==> src/source/uart_defines.svh <==
`ifndef UART_DEFINES_SVH
`define UART_DEFINES_SVH

// frame format
`define UART_DATA_BITS 8 // data bits per frame
`define UART_PARITY_ODD 0 // 0 even parity, 1 odd parity

// baud timing, one bit lasts CLKS_PER_SAMPLE * SAMPLES_PER_BIT clocks
`define UART_CLKS_PER_SAMPLE 4 // clocks per sample tick
`define UART_SAMPLES_PER_BIT 8 // sample ticks per bit

// receive input
`define UART_SYNC_STAGES 3 // synchronizer depth on the serial input

`endif

==> src/source/uart_pkg.sv <==
`include "uart_defines.svh"

package uart_pkg;

	// transmitter states
	typedef enum logic [1:0] {
		TX_IDLE, // line held high, waiting for start
		TX_WAIT_TICK, // frame loaded, aligning to the bit tick
		TX_SHIFT, // start, data and parity bits on the line
		TX_STOP // stop bit on the line
	} tx_state_e;

	// receiver states
	typedef enum logic [2:0] {
		RX_IDLE, // waiting for a falling edge
		RX_START, // counting to the middle of the start bit
		RX_DATA, // sampling data bits
		RX_PARITY, // sampling the parity bit
		RX_STOP // sampling the stop bit
	} rx_state_e;

	// one received frame with its fault bits
	typedef struct packed {
		logic [`UART_DATA_BITS-1:0] data;
		logic parity_error;
		logic stop_error;
	} rx_frame_t;

endpackage

==> src/source/uart_baud_gen.sv <==
`timescale 1ns/100ps
`include "uart_defines.svh"

module uart_baud_gen (
	input logic clk,
	input logic reset,
	output logic o_sample_tick,
	output logic o_bit_tick
);

	localparam int SAMPLE_W = $clog2(`UART_CLKS_PER_SAMPLE);
	localparam int BIT_W = $clog2(`UART_SAMPLES_PER_BIT);

	logic [SAMPLE_W-1:0] sample_cnt; // clocks within one sample period
	logic [BIT_W-1:0] bit_cnt; // sample ticks within one bit period

	always_ff @(posedge clk) begin
		if (reset) begin
			sample_cnt <= '0;
			bit_cnt <= '0;
			o_sample_tick <= 1'b0;
			o_bit_tick <= 1'b0;
		end else begin
			o_sample_tick <= 1'b0;
			o_bit_tick <= 1'b0;
			if (sample_cnt == SAMPLE_W'(`UART_CLKS_PER_SAMPLE - 1)) begin
				sample_cnt <= '0;
				o_sample_tick <= 1'b1;
				if (bit_cnt == BIT_W'(`UART_SAMPLES_PER_BIT - 1)) begin
					bit_cnt <= '0;
					o_bit_tick <= 1'b1; // last sample tick of the bit
				end else begin
					bit_cnt <= bit_cnt + 1'b1;
				end
			end else begin
				sample_cnt <= sample_cnt + 1'b1;
			end
		end
	end

	// the bit tick must line up with a sample tick so tx and rx share one timebase
	a_bit_on_sample: assert property (@(posedge clk) disable iff (reset)
		o_bit_tick |-> o_sample_tick)
		else $error("bit tick without sample tick");

endmodule

==> src/source/uart_tx.sv <==
`timescale 1ns/100ps
`include "uart_defines.svh"

module uart_tx (
	input logic clk,
	input logic reset,
	input logic i_tx_start,
	input logic [`UART_DATA_BITS-1:0] i_tx_data,
	input logic i_bit_tick,
	output logic o_serial,
	output logic o_tx_done
);

	localparam int FRAME_BITS = `UART_DATA_BITS + 3; // start, data, parity, stop
	localparam int CNT_W = $clog2(FRAME_BITS);
	localparam logic [CNT_W-1:0] LAST_BIT = CNT_W'(FRAME_BITS - 1);

	uart_pkg::tx_state_e state;
	logic [FRAME_BITS-1:0] shift_reg; // next bit to send in bit 0
	logic [CNT_W-1:0] bit_cnt; // bits already put on the line
	logic parity_bit;

	assign parity_bit = (^i_tx_data) ^ (`UART_PARITY_ODD != 0); // even parity unless odd is set

	always_ff @(posedge clk) begin
		if (reset) begin
			state <= uart_pkg::TX_IDLE;
			bit_cnt <= '0;
			o_serial <= 1'b1; // idle line
			o_tx_done <= 1'b0;
		end else begin
			o_tx_done <= 1'b0;
			case (state)
				uart_pkg::TX_IDLE: begin
					if (i_tx_start) begin
						state <= uart_pkg::TX_WAIT_TICK;
					end
				end
				uart_pkg::TX_WAIT_TICK: begin
					if (i_bit_tick) begin
						o_serial <= shift_reg[0]; // start bit
						bit_cnt <= CNT_W'(1);
						state <= uart_pkg::TX_SHIFT;
					end
				end
				uart_pkg::TX_SHIFT: begin
					if (i_bit_tick) begin
						o_serial <= shift_reg[0];
						bit_cnt <= bit_cnt + 1'b1;
						if (bit_cnt == LAST_BIT) begin
							state <= uart_pkg::TX_STOP; // stop bit now on the line
						end
					end
				end
				uart_pkg::TX_STOP: begin
					if (i_bit_tick) begin
						o_serial <= 1'b1;
						o_tx_done <= 1'b1; // stop bit has run its full period
						state <= uart_pkg::TX_IDLE;
					end
				end
				default: state <= uart_pkg::TX_IDLE;
			endcase
		end
	end

	always_ff @(posedge clk) begin
		if (state == uart_pkg::TX_IDLE && i_tx_start) begin
			shift_reg <= {1'b1, parity_bit, i_tx_data, 1'b0};
		end else if (i_bit_tick && (state == uart_pkg::TX_WAIT_TICK ||
				state == uart_pkg::TX_SHIFT)) begin
			shift_reg <= {1'b1, shift_reg[FRAME_BITS-1:1]}; // lsb first
		end
	end

	a_idle_high: assert property (@(posedge clk) disable iff (reset)
		state == uart_pkg::TX_IDLE |-> o_serial)
		else $error("serial line low while transmitter idle");

endmodule

==> src/source/uart_rx.sv <==
`timescale 1ns/100ps
`include "uart_defines.svh"

module uart_rx (
	input logic clk,
	input logic reset,
	input logic i_serial,
	input logic i_sample_tick,
	output uart_pkg::rx_frame_t o_frame,
	output logic o_frame_strobe
);

	localparam int TICK_W = $clog2(`UART_SAMPLES_PER_BIT);
	localparam int IDX_W = $clog2(`UART_DATA_BITS);
	localparam int BIT_CLKS = `UART_CLKS_PER_SAMPLE * `UART_SAMPLES_PER_BIT; // clocks per bit
	localparam logic [TICK_W-1:0] HALF_BIT = TICK_W'(`UART_SAMPLES_PER_BIT / 2 - 1);
	localparam logic [TICK_W-1:0] FULL_BIT = TICK_W'(`UART_SAMPLES_PER_BIT - 1);
	localparam logic [IDX_W-1:0] LAST_DATA = IDX_W'(`UART_DATA_BITS - 1);

	uart_pkg::rx_state_e state;
	logic [`UART_SYNC_STAGES-1:0] sync; // metastability chain
	logic line; // synchronized serial input
	logic line_d; // previous synchronized value
	logic fall; // start of a possible frame
	logic mid_bit; // sample tick at the middle of a data, parity or stop bit
	logic [TICK_W-1:0] tick_cnt;
	logic [IDX_W-1:0] bit_idx;
	logic [`UART_DATA_BITS-1:0] data_sr;
	logic parity_rx; // parity bit as seen on the line
	logic parity_exp;

	assign line = sync[`UART_SYNC_STAGES-1];
	assign fall = line_d & ~line;
	assign mid_bit = i_sample_tick && (tick_cnt == FULL_BIT);

	// sync chain resets to the idle level so reset does not look like a start bit
	always_ff @(posedge clk) begin
		if (reset) begin
			sync <= '1;
			line_d <= 1'b1;
		end else begin
			sync <= {sync[`UART_SYNC_STAGES-2:0], i_serial};
			line_d <= line;
		end
	end

	always_ff @(posedge clk) begin
		if (reset) begin
			state <= uart_pkg::RX_IDLE;
			tick_cnt <= '0;
			bit_idx <= '0;
		end else begin
			if (i_sample_tick) begin
				tick_cnt <= (mid_bit || (state == uart_pkg::RX_START && tick_cnt == HALF_BIT)) ?
					'0 : tick_cnt + 1'b1;
			end
			case (state)
				uart_pkg::RX_IDLE: begin
					tick_cnt <= '0;
					if (fall) begin
						state <= uart_pkg::RX_START;
					end
				end
				uart_pkg::RX_START: begin
					if (i_sample_tick && tick_cnt == HALF_BIT) begin
						bit_idx <= '0;
						// a glitch that is high again at mid start is dropped
						state <= line ? uart_pkg::RX_IDLE : uart_pkg::RX_DATA;
					end
				end
				uart_pkg::RX_DATA: begin
					if (mid_bit) begin
						bit_idx <= bit_idx + 1'b1;
						if (bit_idx == LAST_DATA) begin
							state <= uart_pkg::RX_PARITY;
						end
					end
				end
				uart_pkg::RX_PARITY: begin
					if (mid_bit) begin
						state <= uart_pkg::RX_STOP;
					end
				end
				uart_pkg::RX_STOP: begin
					if (mid_bit) begin
						state <= uart_pkg::RX_IDLE;
					end
				end
				default: state <= uart_pkg::RX_IDLE;
			endcase
		end
	end

	always_ff @(posedge clk) begin
		if (state == uart_pkg::RX_DATA && mid_bit) begin
			data_sr <= {line, data_sr[`UART_DATA_BITS-1:1]}; // lsb arrives first
		end
		if (state == uart_pkg::RX_PARITY && mid_bit) begin
			parity_rx <= line;
		end
	end

	assign parity_exp = (^data_sr) ^ (`UART_PARITY_ODD != 0);

	assign o_frame_strobe = (state == uart_pkg::RX_STOP) && mid_bit;
	assign o_frame.data = data_sr;
	assign o_frame.parity_error = parity_rx != parity_exp;
	assign o_frame.stop_error = ~line; // stop bit read low

	// the strobe lands one full bit after the parity bit was sampled
	a_strobe_in_stop: assert property (@(posedge clk) disable iff (reset)
		o_frame_strobe |-> state == uart_pkg::RX_STOP &&
			$past(state, BIT_CLKS) == uart_pkg::RX_PARITY)
		else $error("frame strobe not at the middle of the stop bit");

endmodule

==> src/source/uart_ctrl.sv <==
`timescale 1ns/100ps
`include "uart_defines.svh"

module uart_ctrl (
	input logic clk,
	input logic reset,
	input logic i_enable,
	input logic [`UART_DATA_BITS-1:0] i_data,
	input logic i_tx_done,
	input uart_pkg::rx_frame_t i_frame,
	input logic i_frame_strobe,
	output logic o_tx_start,
	output logic [`UART_DATA_BITS-1:0] o_tx_data,
	output logic o_busy,
	output logic [`UART_DATA_BITS-1:0] o_received_data,
	output logic o_data_is_valid,
	output logic o_rx_error
);

	logic accept; // enable strobe taken this cycle

	assign accept = i_enable && !o_busy; // strobes during busy are dropped

	always_ff @(posedge clk) begin
		if (reset) begin
			o_busy <= 1'b0;
			o_tx_start <= 1'b0;
		end else begin
			o_tx_start <= accept;
			if (accept) begin
				o_busy <= 1'b1;
			end else if (i_tx_done) begin
				o_busy <= 1'b0;
			end
		end
	end

	always_ff @(posedge clk) begin
		if (accept) begin
			o_tx_data <= i_data;
		end
		if (i_frame_strobe) begin
			o_received_data <= i_frame.data; // newest frame wins
		end
	end

	always_ff @(posedge clk) begin
		if (reset) begin
			o_data_is_valid <= 1'b0;
			o_rx_error <= 1'b0;
		end else begin
			o_data_is_valid <= i_frame_strobe;
			if (i_frame_strobe) begin
				o_rx_error <= i_frame.parity_error | i_frame.stop_error;
			end
		end
	end

	a_valid_pulse: assert property (@(posedge clk) disable iff (reset)
		o_data_is_valid |=> !o_data_is_valid)
		else $error("data valid held for two cycles");

	// a start is only issued as busy rises, never while a frame is already going
	a_start_not_busy: assert property (@(posedge clk) disable iff (reset)
		o_tx_start |-> $rose(o_busy))
		else $error("transmit start while busy");

endmodule

==> src/source/uart_top.sv <==
`timescale 1ns/100ps
`include "uart_defines.svh"

module uart_top (
	input logic clk,
	input logic reset,
	input logic i_enable,
	input logic [`UART_DATA_BITS-1:0] i_data,
	output logic o_busy,
	output logic o_serial,
	input logic i_serial,
	output logic [`UART_DATA_BITS-1:0] o_received_data,
	output logic o_data_is_valid,
	output logic o_rx_error
);

	logic sample_tick;
	logic bit_tick;
	logic tx_start;
	logic [`UART_DATA_BITS-1:0] tx_data;
	logic tx_done;
	uart_pkg::rx_frame_t frame;
	logic frame_strobe;

	uart_ctrl i_uart_ctrl (
		.clk(clk),
		.reset(reset),
		.i_enable(i_enable),
		.i_data(i_data),
		.i_tx_done(tx_done),
		.i_frame(frame),
		.i_frame_strobe(frame_strobe),
		.o_tx_start(tx_start),
		.o_tx_data(tx_data),
		.o_busy(o_busy),
		.o_received_data(o_received_data),
		.o_data_is_valid(o_data_is_valid),
		.o_rx_error(o_rx_error)
	);

	uart_baud_gen i_uart_baud_gen (
		.clk(clk),
		.reset(reset),
		.o_sample_tick(sample_tick),
		.o_bit_tick(bit_tick)
	);

	uart_tx i_uart_tx (
		.clk(clk),
		.reset(reset),
		.i_tx_start(tx_start),
		.i_tx_data(tx_data),
		.i_bit_tick(bit_tick),
		.o_serial(o_serial),
		.o_tx_done(tx_done)
	);

	uart_rx i_uart_rx (
		.clk(clk),
		.reset(reset),
		.i_serial(i_serial),
		.i_sample_tick(sample_tick),
		.o_frame(frame),
		.o_frame_strobe(frame_strobe)
	);

endmodule

==> config.mk <==
export PLATFORM = sky130hd
export DESIGN_NAME = uart_top
export DESIGN_NICKNAME = d
export VERILOG_FILES = /design/src/source/uart_pkg.sv /design/src/source/uart_baud_gen.sv /design/src/source/uart_tx.sv /design/src/source/uart_rx.sv /design/src/source/uart_ctrl.sv /design/src/source/uart_top.sv
export VERILOG_INCLUDE_DIRS = /design/src /design/src/source
export SDC_FILE = /design/constraint.sdc
export NUM_CORES = 1
export LEC_CHECK = 0
export BUFFER_PORTS_ARGS = -buffer_cell sky130_fd_sc_hd__buf_2
export CAP_MARGIN = 10
export CELL_PAD_IN_SITES_DETAIL_PLACEMENT = 0
export CELL_PAD_IN_SITES_GLOBAL_PLACEMENT = 1
export CORE_MARGIN = 2
export CORE_UTILIZATION = 40
export DETAILED_ROUTE_END_ITERATION = 8
export PLACE_DENSITY_LB_ADDON = 0.1
export SLEW_MARGIN = 15
export SYNTH_ARGS = -nofsm -noshare
export SYNTH_HDL_FRONTEND = slang
export SYNTH_SLANG_ARGS = --single-unit
==> constraint.sdc <==
create_clock -name clk -period 1.94 [get_ports clk]
set_input_delay 0.194 -clock clk [delete_from_list [all_inputs] [get_ports clk]]
set_output_delay 0.194 -clock clk [all_outputs]
set_load 0.1 [all_outputs]
* Yosys cells after proc, flatten, opt, wreduce, memory -nomap -nowiden *
Index checks and enable logic that the tools add are counted.

storage, ports and cells
  bits in registers = 67
  input port bits = 12
  logic and storage cells = 122

cells by class
  $add $sub $neg = 5
  equal/unequal tests = 26
  mux-type cells = 32
  bitwise logic cells = 5
  reductions and logical operators = 31

operators with widths
  operator               count
  $mux W3                10
  $mux W10               2
  $reduce_xor A8 Y1      2
  $pmux W3 S5            1
  $ne A2 B1 Y1 const B   7
  $eq A3 B3 Y1 const B   4
  $mux W2                6
  $ne A2 B2 Y1 const B   5
  $reduce_bool A2 Y1     5
  $reduce_or A2 Y1       5
  $add A3 B1 Y3 const B  3
  $eq A3 B2 Y1 const B   3
  $logic_and A1 B1 Y1    9
  $reduce_and A3 Y1      3
  $mux W4                2
  $pmux W2 S4            1
  $pmux W4 S2            1
  $mux W1                7
  $eq A2 B2 Y1 const B   3
  $pmux W3 S2            1
  $reduce_and A6 Y1      1
  $reduce_and A5 Y1      1
  $add A4 B1 Y4 const B  1
  $eq A4 B4 Y1 const B   1
  12 further kinds       15

* Longest topological paths before layout *
Gate-level depths: netlist of run 1.

  word-level depth = 5
  gate-level depth with buffers = 6
  depth with buffers taken out = 6

* Modules after synthesis *
Synthesis of run 1 repeated with hierarchy kept, for this count alone.

unflattened totals
  cell total of the unflattened synthesis = 239
  area, all modules = 2872.8 µm²

by module, submodules not included
  module         instances  cells an instance  area an instance (µm²)  seq. area each (µm²)
  uart_rx        1          94                 1013.5                  530.5
  uart_tx        1          92                 958.4                   450.4
  uart_ctrl      1          29                 614.3                   560.5
  uart_baud_gen  1          24                 286.5                   140.1

* Least setup slack after synthesis of run 1 *
Ideal clock, no wire load.

  kind = register to register
  start = reg i_uart_rx.tick_cnt[0]
  end = reg i_uart_rx.state[1]
  setup time = 71 ps
  data arrival time = 1598 ps
  data required time = 1869 ps
  setup slack = 271 ps
  stages on the path, launching flop included = 7
  buffers on the path = 0
  clock period less this slack = 1669 ps
  cell sequence = dfxtp_1 -> ha_1 -> ha_1 -> a21boi_2 -> o311a_4 -> or4_1 -> a21oi_1

between the ends
  cells in the longest elaborated chain, start to end = 4
  elaborated cells on any way between the ends = 9
  classes of those cells = eq/ne: 6; reduce/logical: 3

RTL lines
  item                                                           RTL line                      RTL
  from (decl)                                                    uart_rx.sv:26                 logic [TICK_W-1:0] tick_cnt;
  from (signal assigned)                                         uart_rx.sv:54                 tick_cnt <= (mid_bit || (state == uart_pkg::RX_START && tick_cnt == HALF_BIT)) ?
  $eq A3 B3 Y1 / $eq A3 B2 Y1 (equally long branches)            uart_rx.sv:34, uart_rx.sv:65
  $logic_and A1 B1 Y1, on equally long branches                  uart_rx.sv:34, uart_rx.sv:65
  $ne A2 B1 Y1 (no line) / $ne A2 B2 Y1 (equally long branches)  --
  $reduce_and A6 Y1 (no line) (*)                                --
  to (signal assigned)                                           uart_rx.sv:49                 state <= uart_pkg::RX_IDLE;
  to (signal assigned)                                           uart_rx.sv:61                 state <= uart_pkg::RX_START;
  to (signal assigned)                                           uart_rx.sv:68                 state <= line ? uart_pkg::RX_IDLE : uart_pkg::RX_DATA;
  to (decl)                                                      uart_rx.sv:20                 uart_pkg::rx_state_e state;

Mark *: on every way between the ends. The rest lies on a longest branch, timed or not.
A chain may end at the register's enable or synchronous reset.

* Worst setup path in the final report of run 1 *
Ends and elaborated chain as after synthesis.

==> results of run 1 <==
[layout make-up]
type,count,area (um2)
clock buffers,10,138
clock inverters,6,111
fillers,641,3500
inverters,9,33.8
multi-input cells,142,1030
flip-flops and latches,67,1680
well taps,80,100
repair buffers,29,160
[how the worst max path moves through the flow]
stage                                startpoint                      to  slack (ps)
after global routing       i_uart_rx.bit_idx[0]      i_uart_rx.state[0]          70
after floorplan           i_uart_rx.tick_cnt[0]      i_uart_rx.state[1]         270
final                     i_uart_rx.tick_cnt[0]      i_uart_rx.state[1]         160
after CTS                 i_uart_rx.tick_cnt[0]  i_uart_ctrl.o_rx_error         110
after global placement    i_uart_rx.tick_cnt[0]      i_uart_rx.state[1]         200
after detailed placement  i_uart_rx.tick_cnt[0]  i_uart_ctrl.o_rx_error         150
[per-stage QoR]
| step | std cells | power (W) | worst slack, ps | area, um2 |
|---|---|---|---|---|
| 5_1_grt | 343 | 0.00342 | 66.1 | 3260 |
| 4_1_cts | 343 | 0.00333 | 112 | 3260 |
| 2_1_floorplan | 226 | 0.00182 | 271 | 2790 |
| 6_report | 343 | 0.00328 | 156 | 3260 |
| 3_5_place_dp | 327 | 0.00189 | 150 | 3010 |
| 3_3_place_gp | 327 | 0.00189 | 202 | 3010 |
[layer usage]
| layer | vias up | share of wire (%) | global-route usage [%] |
|---|---|---|---|
| met2 | 24 | 47 | 20.6 |
| met3 | 5 | 3.2 | 4.83 |
| met1 | 792 | 49 | 16.8 |
| li1 | 882 | - | - |
| met4 | 0 | 1.2 | 5.03 |
| met5 | - | 0 | 0 |
[cells by family after synthesis]
family                   Yosys count
buffers and inverters             17
AO/OA/AOI/OAI                     40
AND/OR/NAND/NOR                   67
multiplexers                       6
adder cells (fa/ha/maj)           15
flip-flops                        67
XOR/XNOR                          14
[placed cells by master (no fill, tap or decap), types with 3 or more instances in the layout]
cell / instances
o21ai_1: 4
mux2i_1: 5
buf_4: 6
nand4_1: 3
buf_2: 23
dfxtp_1: 33
and2_1: 4
clkbuf_8: 10
edfxtp_1: 34
a22o_1: 8
and3_1: 5
xnor2_1: 11
nor2_1: 17
bufinv_16: 3
nor3_1: 7
inv_1: 7
a21oi_1: 11
or2_2: 4
nand2_1: 10
nor3b_1: 3
ha_1: 15
nand2b_1: 4
[cell usage after synthesis (2+ instances only)]
cell type  count  area [um2]
inv_2          2        7.51
nor3_1         7        35.0
nand3b_1       2        15.0
o21ai_1        4        20.0
a21oi_1       11        55.1
nor2_1        17        63.8
o21a_1         2        15.0
ha_1          15         188
dfxtp_1       33         661
nand2_1       10        37.5
mux2i_1        5        50.1
a211oi_1       2        15.0
and3_1         6        37.5
inv_1          7        26.3
nand4_1        3        18.8
buf_2          3        15.0
a22o_1         8        70.1
nand2b_1       4        25.0
or2_2          4        25.0
nor2b_1        2        12.5
edfxtp_1      34        1020
and2_1         4        25.0
xnor2_1       11        96.3
clkbuf_1       4        15.0
or4_1          2        15.0
nor3b_1        3        22.5
xor2_1         2        17.5
[power groups by stage]
stage | clock network [W] | logic [W] | registers (W)
6_report | 0.00142 | 0.000280 | 0.00158
5_1_grt | 0.00151 | 0.000323 | 0.00158
4_1_cts | 0.00146 | 0.000287 | 0.00158
3_5_place_dp | 0 | 0.000285 | 0.00161
3_3_place_gp | 0 | 0.000285 | 0.00161
2_1_floorplan | 0 | 0.000212 | 0.00161
[what timing repair did]
item,CTS,global route
setup endpoints to repair,0,1
gates resized for setup,0,1
hold endpoints to repair,0,0
==> summary.md, run 1 <==
| Metric | Value |
|---|---|
| Critical Path Sink Type | `register` |
| Ys Warns | `0` |
| Hold Crit Depth | `1` |
| Largest net degree at the start of global routing | `26` |
| RR Startpoint | `i_uart_rx.tick_cnt[0]` |
| Slew @ Worst Pin | `approximately 500 ps` |
| Sw Share | `between 20% and 30%` |
| Post-layout net count | `roughly 290` |
| Reg2reg setup slack | `between 150 and 200 ps` |
| Initial core utilization | `41.3%` |
| P_leak | `about 1.2 nW` |
| Comb power frac | `under 10%` |
| Syn nets | `~250` |
| Simple-Gate Fraction of Synth Area | `approximately 13%` |
| Antenna-violating nets left | `0` |
| Post-synthesis compound-gate area fraction | `10.5%` |
| Mapped Area | `2790 um2` |
| Sw Pwr | `roughly 0.00072 W` |
| Vias per inst | `between 4 and 5` |
| Number of flops mapped to enable cells by yosys | `34` |
| GR Util All Layers | `a little over an eighth` |
| Critical path startpoint category | `register` |
| Vias in the first global route | `roughly 1700` |
| Buffers and inverters on the worst path | `0` |
| Number of flip-flops in the largest register | `10` |
| Layout Skew | `between 6 and 7 ps` |
| Sequential element share of the synthesized area | `60.3%` |
| Worst Hold End | `i_uart_ctrl.o_tx_data[0]` |
| Data required, critical path | `about 2200 ps` |
| Final period utilization | `between 90% and 100%` |
| Post-DP HPWL | `~3000 um` |
| Vias | `1703` |
| CTS tree | `done` |
| Post-synth ARST share | `0%` |
| Max Cap Viol | `0` |
| Total gr overflow | `0` |
| Largest stage delay on the critical path | `around 470 ps` |
| Yosys reg bits | `67` |
| Fmax achieved | `between 500 and 600 MHz` |
| WL per Instance | `between 10 and 15 um` |
| Synth Instances | `226` |
| Arr. time, crit path | `a little over 2000 ps` |
| Crit path time final | `about 1800 ps` |
| Synth Area in Adders | `6.73%` |
| First-pass DRT Iterations | `4` |
| WL final | `between 4000 and 5000 um` |
| DIE HEIGHT | `roughly 88 um` |
| Final hold vios | `0` |
| CTS Sinks | `between 60 and 70` |
| Post-CTS Hold Fix Bufs | `0` |
| Worst path most repeated cell | `ha_1` |
| Flop pwr share | `48.2%` |
| Gpl congestion | `0.708` |
| Crit. path cell count | `6` |
| Final setup violating endpoints | `0` |
| Pwr Density | `~1000 nW/um2` |
| Final Max Slew Viols | `0` |
| Initial DRC count | `57` |
| # rows | `30` |
| Largest family of logic cells by synthesized area | `simple AND/OR/NAND/NOR gates` |
| Clk pin slew, worst setup/hold paths | `approximately 70 ps` |
| Min Hold Slack | `about 30 ps` |
| Max-slew headroom | `between 60% and 70%` |
| RR Endpoint | `i_uart_rx.state[1]` |
| Critical Path, Cell by Cell | `ha_1 > ha_1 > a21boi_2 > o311a_4 > or4_1 > a21oi_1` |
| Worst Reg2Reg Path Length in Cells | `6` |
| Initial antenna violation count | `0` |
| Skew-Pair Late Insertion Delay | `about 340 ps` |
| Critical path type | `register to register` |
| CP Max Fanout | `4` |
| Maximum root-to-sink buffer count | `2` |
| VDD IR max | `around 720 uV` |
| CTS Buf Count | `9` |
| Worst min path class | `input pin to register` |
| RSZ-0062 raised after global routing | `no` |
| PortBufs | `23` |
| Drt drc | `0` |
| Cell-internal power | `0.00256 W` |
| Area growth, synth to finish | `16.8%` |
| CTS Root Cell | `clkbuf_8` |
| Multiplexer area fraction after synthesis | `approximately 2.2%` |
| I/O pins | `24` |
| Yosys cell types | `46` |
| XOR/XNOR share of the synthesized area | `roughly 5%` |
| Outcome | `finished clean` |
| CTS H-tree depth | `3` |
| Clock power frac | `a little over two fifths` |
| Layout cell share with drive strength beyond 1 | `20.5%` |
| First-pass GRT wire length | `7630 um` |
| Post-CTS setup repair buffer count | `0` |
| Total core area | `6760 um2` |
| Diodes inserted | `0` |
| Critical-path top delay cell | `or4_1` |
| Syn avg cell area | `roughly 12 um2` |
| Final Util | `48.2%` |
| Total die area | `~7700 um2` |
| Cell family with most CP delay | `compound AO/OA/AOI/OAI gates` |
| Die width | `about 88 um` |
| Main flop type after synthesis | `edfxtp_1` |
| Min-delay src | `i_data[0]` |
| Setup TNS Final | `0 ps` |
Power figures use the tool's default switching activity.
==> inputs of run 2 (changes only) <==
--- a/config.mk
+++ b/config.mk
@@ -6,6 +6,7 @@
 export SDC_FILE = /design/constraint.sdc
 export NUM_CORES = 1
 export LEC_CHECK = 0
+export ABC_AREA = 1
 export BUFFER_PORTS_ARGS = -buffer_cell sky130_fd_sc_hd__buf_2
 export CAP_MARGIN = 10
 export CELL_PAD_IN_SITES_DETAIL_PLACEMENT = 0
@@ -13,7 +14,8 @@
 export CORE_MARGIN = 2
 export CORE_UTILIZATION = 40
 export DETAILED_ROUTE_END_ITERATION = 8
-export PLACE_DENSITY_LB_ADDON = 0.1
+export HOLD_SLACK_MARGIN = 0.12
+export PLACE_DENSITY = 0.79
 export SLEW_MARGIN = 15
 export SYNTH_ARGS = -nofsm -noshare
 export SYNTH_HDL_FRONTEND = slang
==> summary.md, run 2 <==
| Metric | Value |
|---|---|
| Worst slack at placement | `313 ps (+162 ps)` |
| Critical Path, Cell by Cell | `inv_1 > ha_1 > or2_2 > o21ai_1 > o211ai_1 > nand2_1 > nand2_1 > nor2_1` |
| Worst min path class | `input pin to register` |
| Ys Warns | `0 (unchanged)` |
| Post-layout net count | `381 (+34%)` |
| Max Cap Viol | `0 (unchanged)` |
| Skew-Pair Late Insertion Delay | `340 ps (about the same)` |
| Worst path most repeated cell | `nand2_1` |
| Initial core utilization | `40.6% (-0.73 points)` |
| Final period utilization | `83.8% (-8.1 points)` |
| First-pass GRT wire length | `8220 um (+7.7%)` |
| Max-slew headroom | `56.0% (-12 points)` |
| Pwr Density | `952 nW/um2 (-5.3%)` |
| Fmax achieved | `615 MHz (+9.7%)` |
| Initial DRC count | `91 (+60%)` |
| Top-area cell type share of the netlist area | `35.3% (-1.3 points)` |
| Setup TNS Final | `0 ps (unchanged)` |
| Sw Share | `27.4% (+5.5 points)` |
| Gpl congestion | `0.781 (+10%)` |
| Number of flip-flops in the largest register | `10 (unchanged)` |
| Synth Area in Adders | `6.49% (-0.24 points)` |
| Leading post-synthesis cells by instance count | `nand2_1 (93), inv_1 (39), edfxtp_1 (34)` |
| CTS Sinks | `67 (unchanged)` |
| Comb power frac | `16.0% (+7.5 points)` |
| GR Util All Layers | `13.8% (+0.59 points)` |
| CTS Root Cell | `clkbuf_8` |
| Syn nets | `341 (+35%)` |
| Total die area | `7930 um2 (+3.6%)` |
| Largest stage delay on the critical path | `370 ps (-100 ps)` |
| Number of flops mapped to enable cells by yosys | `34 (unchanged)` |
| Simple-Gate Fraction of Synth Area | `22.0% (+9.4 points)` |
| VDD IR max | `409 uV (-43%)` |
| Yosys cell types | `27 (-41%)` |
| Main flop type after synthesis | `edfxtp_1` |
| Initial antenna violation count | `0 (unchanged)` |
| Total gr overflow | `0 (unchanged)` |
| Yosys reg bits | `67 (unchanged)` |
| Layout cell share with drive strength beyond 1 | `13.9% (-6.6 points)` |
| # rows | `31 (+3.3%)` |
| P_leak | `1.52 nW (+22%)` |
| Antenna-violating nets left | `0 (unchanged)` |
| Multiplexer area fraction after synthesis | `0% (-2.2 points)` |
| DIE HEIGHT | `89.1 um (+1.8%)` |
| Post-CTS setup repair buffer count | `0 (unchanged)` |
| Largest family of logic cells by synthesized area | `simple AND/OR/NAND/NOR gates` |
| Critical path startpoint category | `register` |
| Vias per inst | `4.47 (-9.9%)` |
| Critical-path top delay cell | `dfxtp_1` |
| Area leader, netlist | `edfxtp_1` |
| Final setup violating endpoints | `0 (unchanged)` |
| Clock power frac | `33.8% (-9.5 points)` |
| Drt drc | `0 (unchanged)` |
| Post-CTS Hold Fix Bufs | `9 (+9)` |
| Buffers and inverters on the worst path | `1 (+1)` |
| CTS H-tree depth | `3 (unchanged)` |
| XOR/XNOR share of the synthesized area | `2.72% (-2.2 points)` |
| Cell family with most CP delay | `simple AND/OR/NAND/NOR gates` |
| Commonest non-fill, non-tap cell in the layout | `nand2_1` |
| Post_cts resized | `0 (unchanged)` |
| Data required, critical path | `2210 ps (about the same)` |
| CTS Buf Count | `9 (unchanged)` |
| Arr. time, crit path | `1900 ps (-150 ps)` |
| Synth Instances | `314 (+39%)` |
| Outcome | `finished clean` |
| Syn avg cell area | `9.22 um2 (-25%)` |
| Layout Skew | `12.4 ps (+5.67 ps)` |
| Post-synth ARST share | `0% (unchanged)` |
| Most common cell in the netlist | `nand2_1` |
| Clk pin slew, worst setup/hold paths | `70 ps (about the same)` |
| Final Max Slew Viols | `0 (unchanged)` |
| PortBufs | `23 (unchanged)` |
| CTS tree | `done` |
| Largest net degree at the start of global routing | `18 (-31%)` |
| Worst setup margin | `313 ps (+158 ps)` |
| RSZ-0062 raised after global routing | `no` |
| Critical Path Sink Type | `register` |
| Slew @ Worst Pin | `658 ps (+167 ps)` |
| Post-synthesis compound-gate area fraction | `4.41% (-6.1 points)` |
| Total core area | `7140 um2 (+5.6%)` |
| Filler cells | `704 (+9.8%)` |
| Post-DP HPWL | `3400 um (+14%)` |
| Cell-internal power | `0.00235 W (-8.0%)` |
| Mapped Area | `2890 um2 (+3.8%)` |
| Critical path type | `register to register` |
| Diodes inserted | `0 (unchanged)` |
| First-pass DRT Iterations | `4 (unchanged)` |
| Crit path time final | `1630 ps (-158 ps)` |
| WL per Instance | `10.6 um (-20%)` |
| I/O pins | `24 (unchanged)` |
| Final hold vios | `0 (unchanged)` |
| Commonest cells after routing, fill and taps aside | `nand2_1 (93), inv_1 (39), edfxtp_1 (34), dfxtp_1 (33), buf_2 (23)` |
| WL final | `4840 um (+7.1%)` |
| Vias | `2048 (+20%)` |
| Maximum root-to-sink buffer count | `2 (unchanged)` |
| Sw Pwr | `0.000887 W (+24%)` |
| Area growth, synth to finish | `17.7%` |
| Die width | `89.1 um (+1.8%)` |
| Sequential element share of the synthesized area | `58.1% (-2.2 points)` |
| Largest cells by area after synthesis | `edfxtp_1 (35%), dfxtp_1 (23%), nand2_1 (12%), ha_1 (6.5%), inv_1 (5.1%)` |
| Vias in the first global route | `1881 (+11%)` |
| Flop pwr share | `50.2% (+2.0 points)` |
| CP Max Fanout | `4 (unchanged)` |
[run 2: changes by cell type after synthesis, moves of 4 or more]
| cell | delta |
|---|---|
| nor3_1 | -4 |
| a22o_1 | -8 |
| nand3_1 | +19 |
| and3_1 | -6 |
| a21oi_1 | +4 |
| inv_1 | +32 |
| nand2b_1 | -4 |
| mux2i_1 | -5 |
| xnor2_1 | -5 |
| and2_1 | -4 |
| nor2_1 | +4 |
| nand2_1 | +83 |
[run 2: kinds of logic after synthesis]
kind of cell,after synthesis
adder cells (fa/ha/maj),15
AND/OR/NAND/NOR,151
flip-flops,67
AO/OA/AOI/OAI,24
XOR/XNOR,9
buffers and inverters,48
[run 2: per-layer routing]
| metal | global-route usage, % | routed length, um |
|---|---|---|
| met1 | 17.9 | 2420 |
| met2 | 20.8 | 2140 |
| met3 | 4.89 | 170 |
| met4 | 6.38 | 108 |
| met5 | 0 | 0 |
[run 2: layout make-up]
class,instances,area (um2),area share (%)
Clock buffer,11,131,3.86
Tap cell,99,124,3.64
Inverter,43,161,4.74
Timing Repair Buffer,34,220,6.47
Multi-Input combinational cell,199,1030,30.3
Sequential cell,67,1680,49.4
Clock inverter,5,55.1,1.62
[run 2: path summary, 6_finish.rpt]
check                     start                  to  slack [ps]  cells after the start
max reg2reg  i_uart_tx.state[0]  i_uart_tx.state[1]         310                      8
max          i_uart_tx.state[0]  i_uart_tx.state[1]         310                      8
min reg2reg   i_uart_rx.sync[1]   i_uart_rx.sync[2]         410                      1
min                       reset  i_uart_rx.state[1]         230                      2
[run 2: worst register-to-register path, cell delays in order, from the launching register on]
cell,delay [ps]
dfxtp_1,370
inv_1,100
ha_1,250
or2_2,310
o21ai_1,160
o211ai_1,160
nand2_1,90
nand2_1,40
nor2_1,80
[run 2: per-stage QoR]
stage	total power (W)	hold slack (ps)	std cells	instance area, um2	utilization, %
CTS	0.00328	221	458	3410	47.7
global placement	0.00216	376	433	3130	43.8
detailed placement	0.00216	375	433	3130	43.8
floorplan	0.00205	293	314	2890	-
global route	0.00343	251	458	3410	47.7
finish	0.00324	232	458	3410	47.7
[run 2: power groups by stage]
stage | combinational [W] | sequential [W] | clock (W)
after global placement | 0.000503 | 0.00165 | 0
final | 0.000518 | 0.00163 | 0.00110
after global routing | 0.000603 | 0.00164 | 0.00119
after detailed placement | 0.000503 | 0.00166 | 0
after floorplan | 0.000394 | 0.00166 | 0
after CTS | 0.000521 | 0.00163 | 0.00113
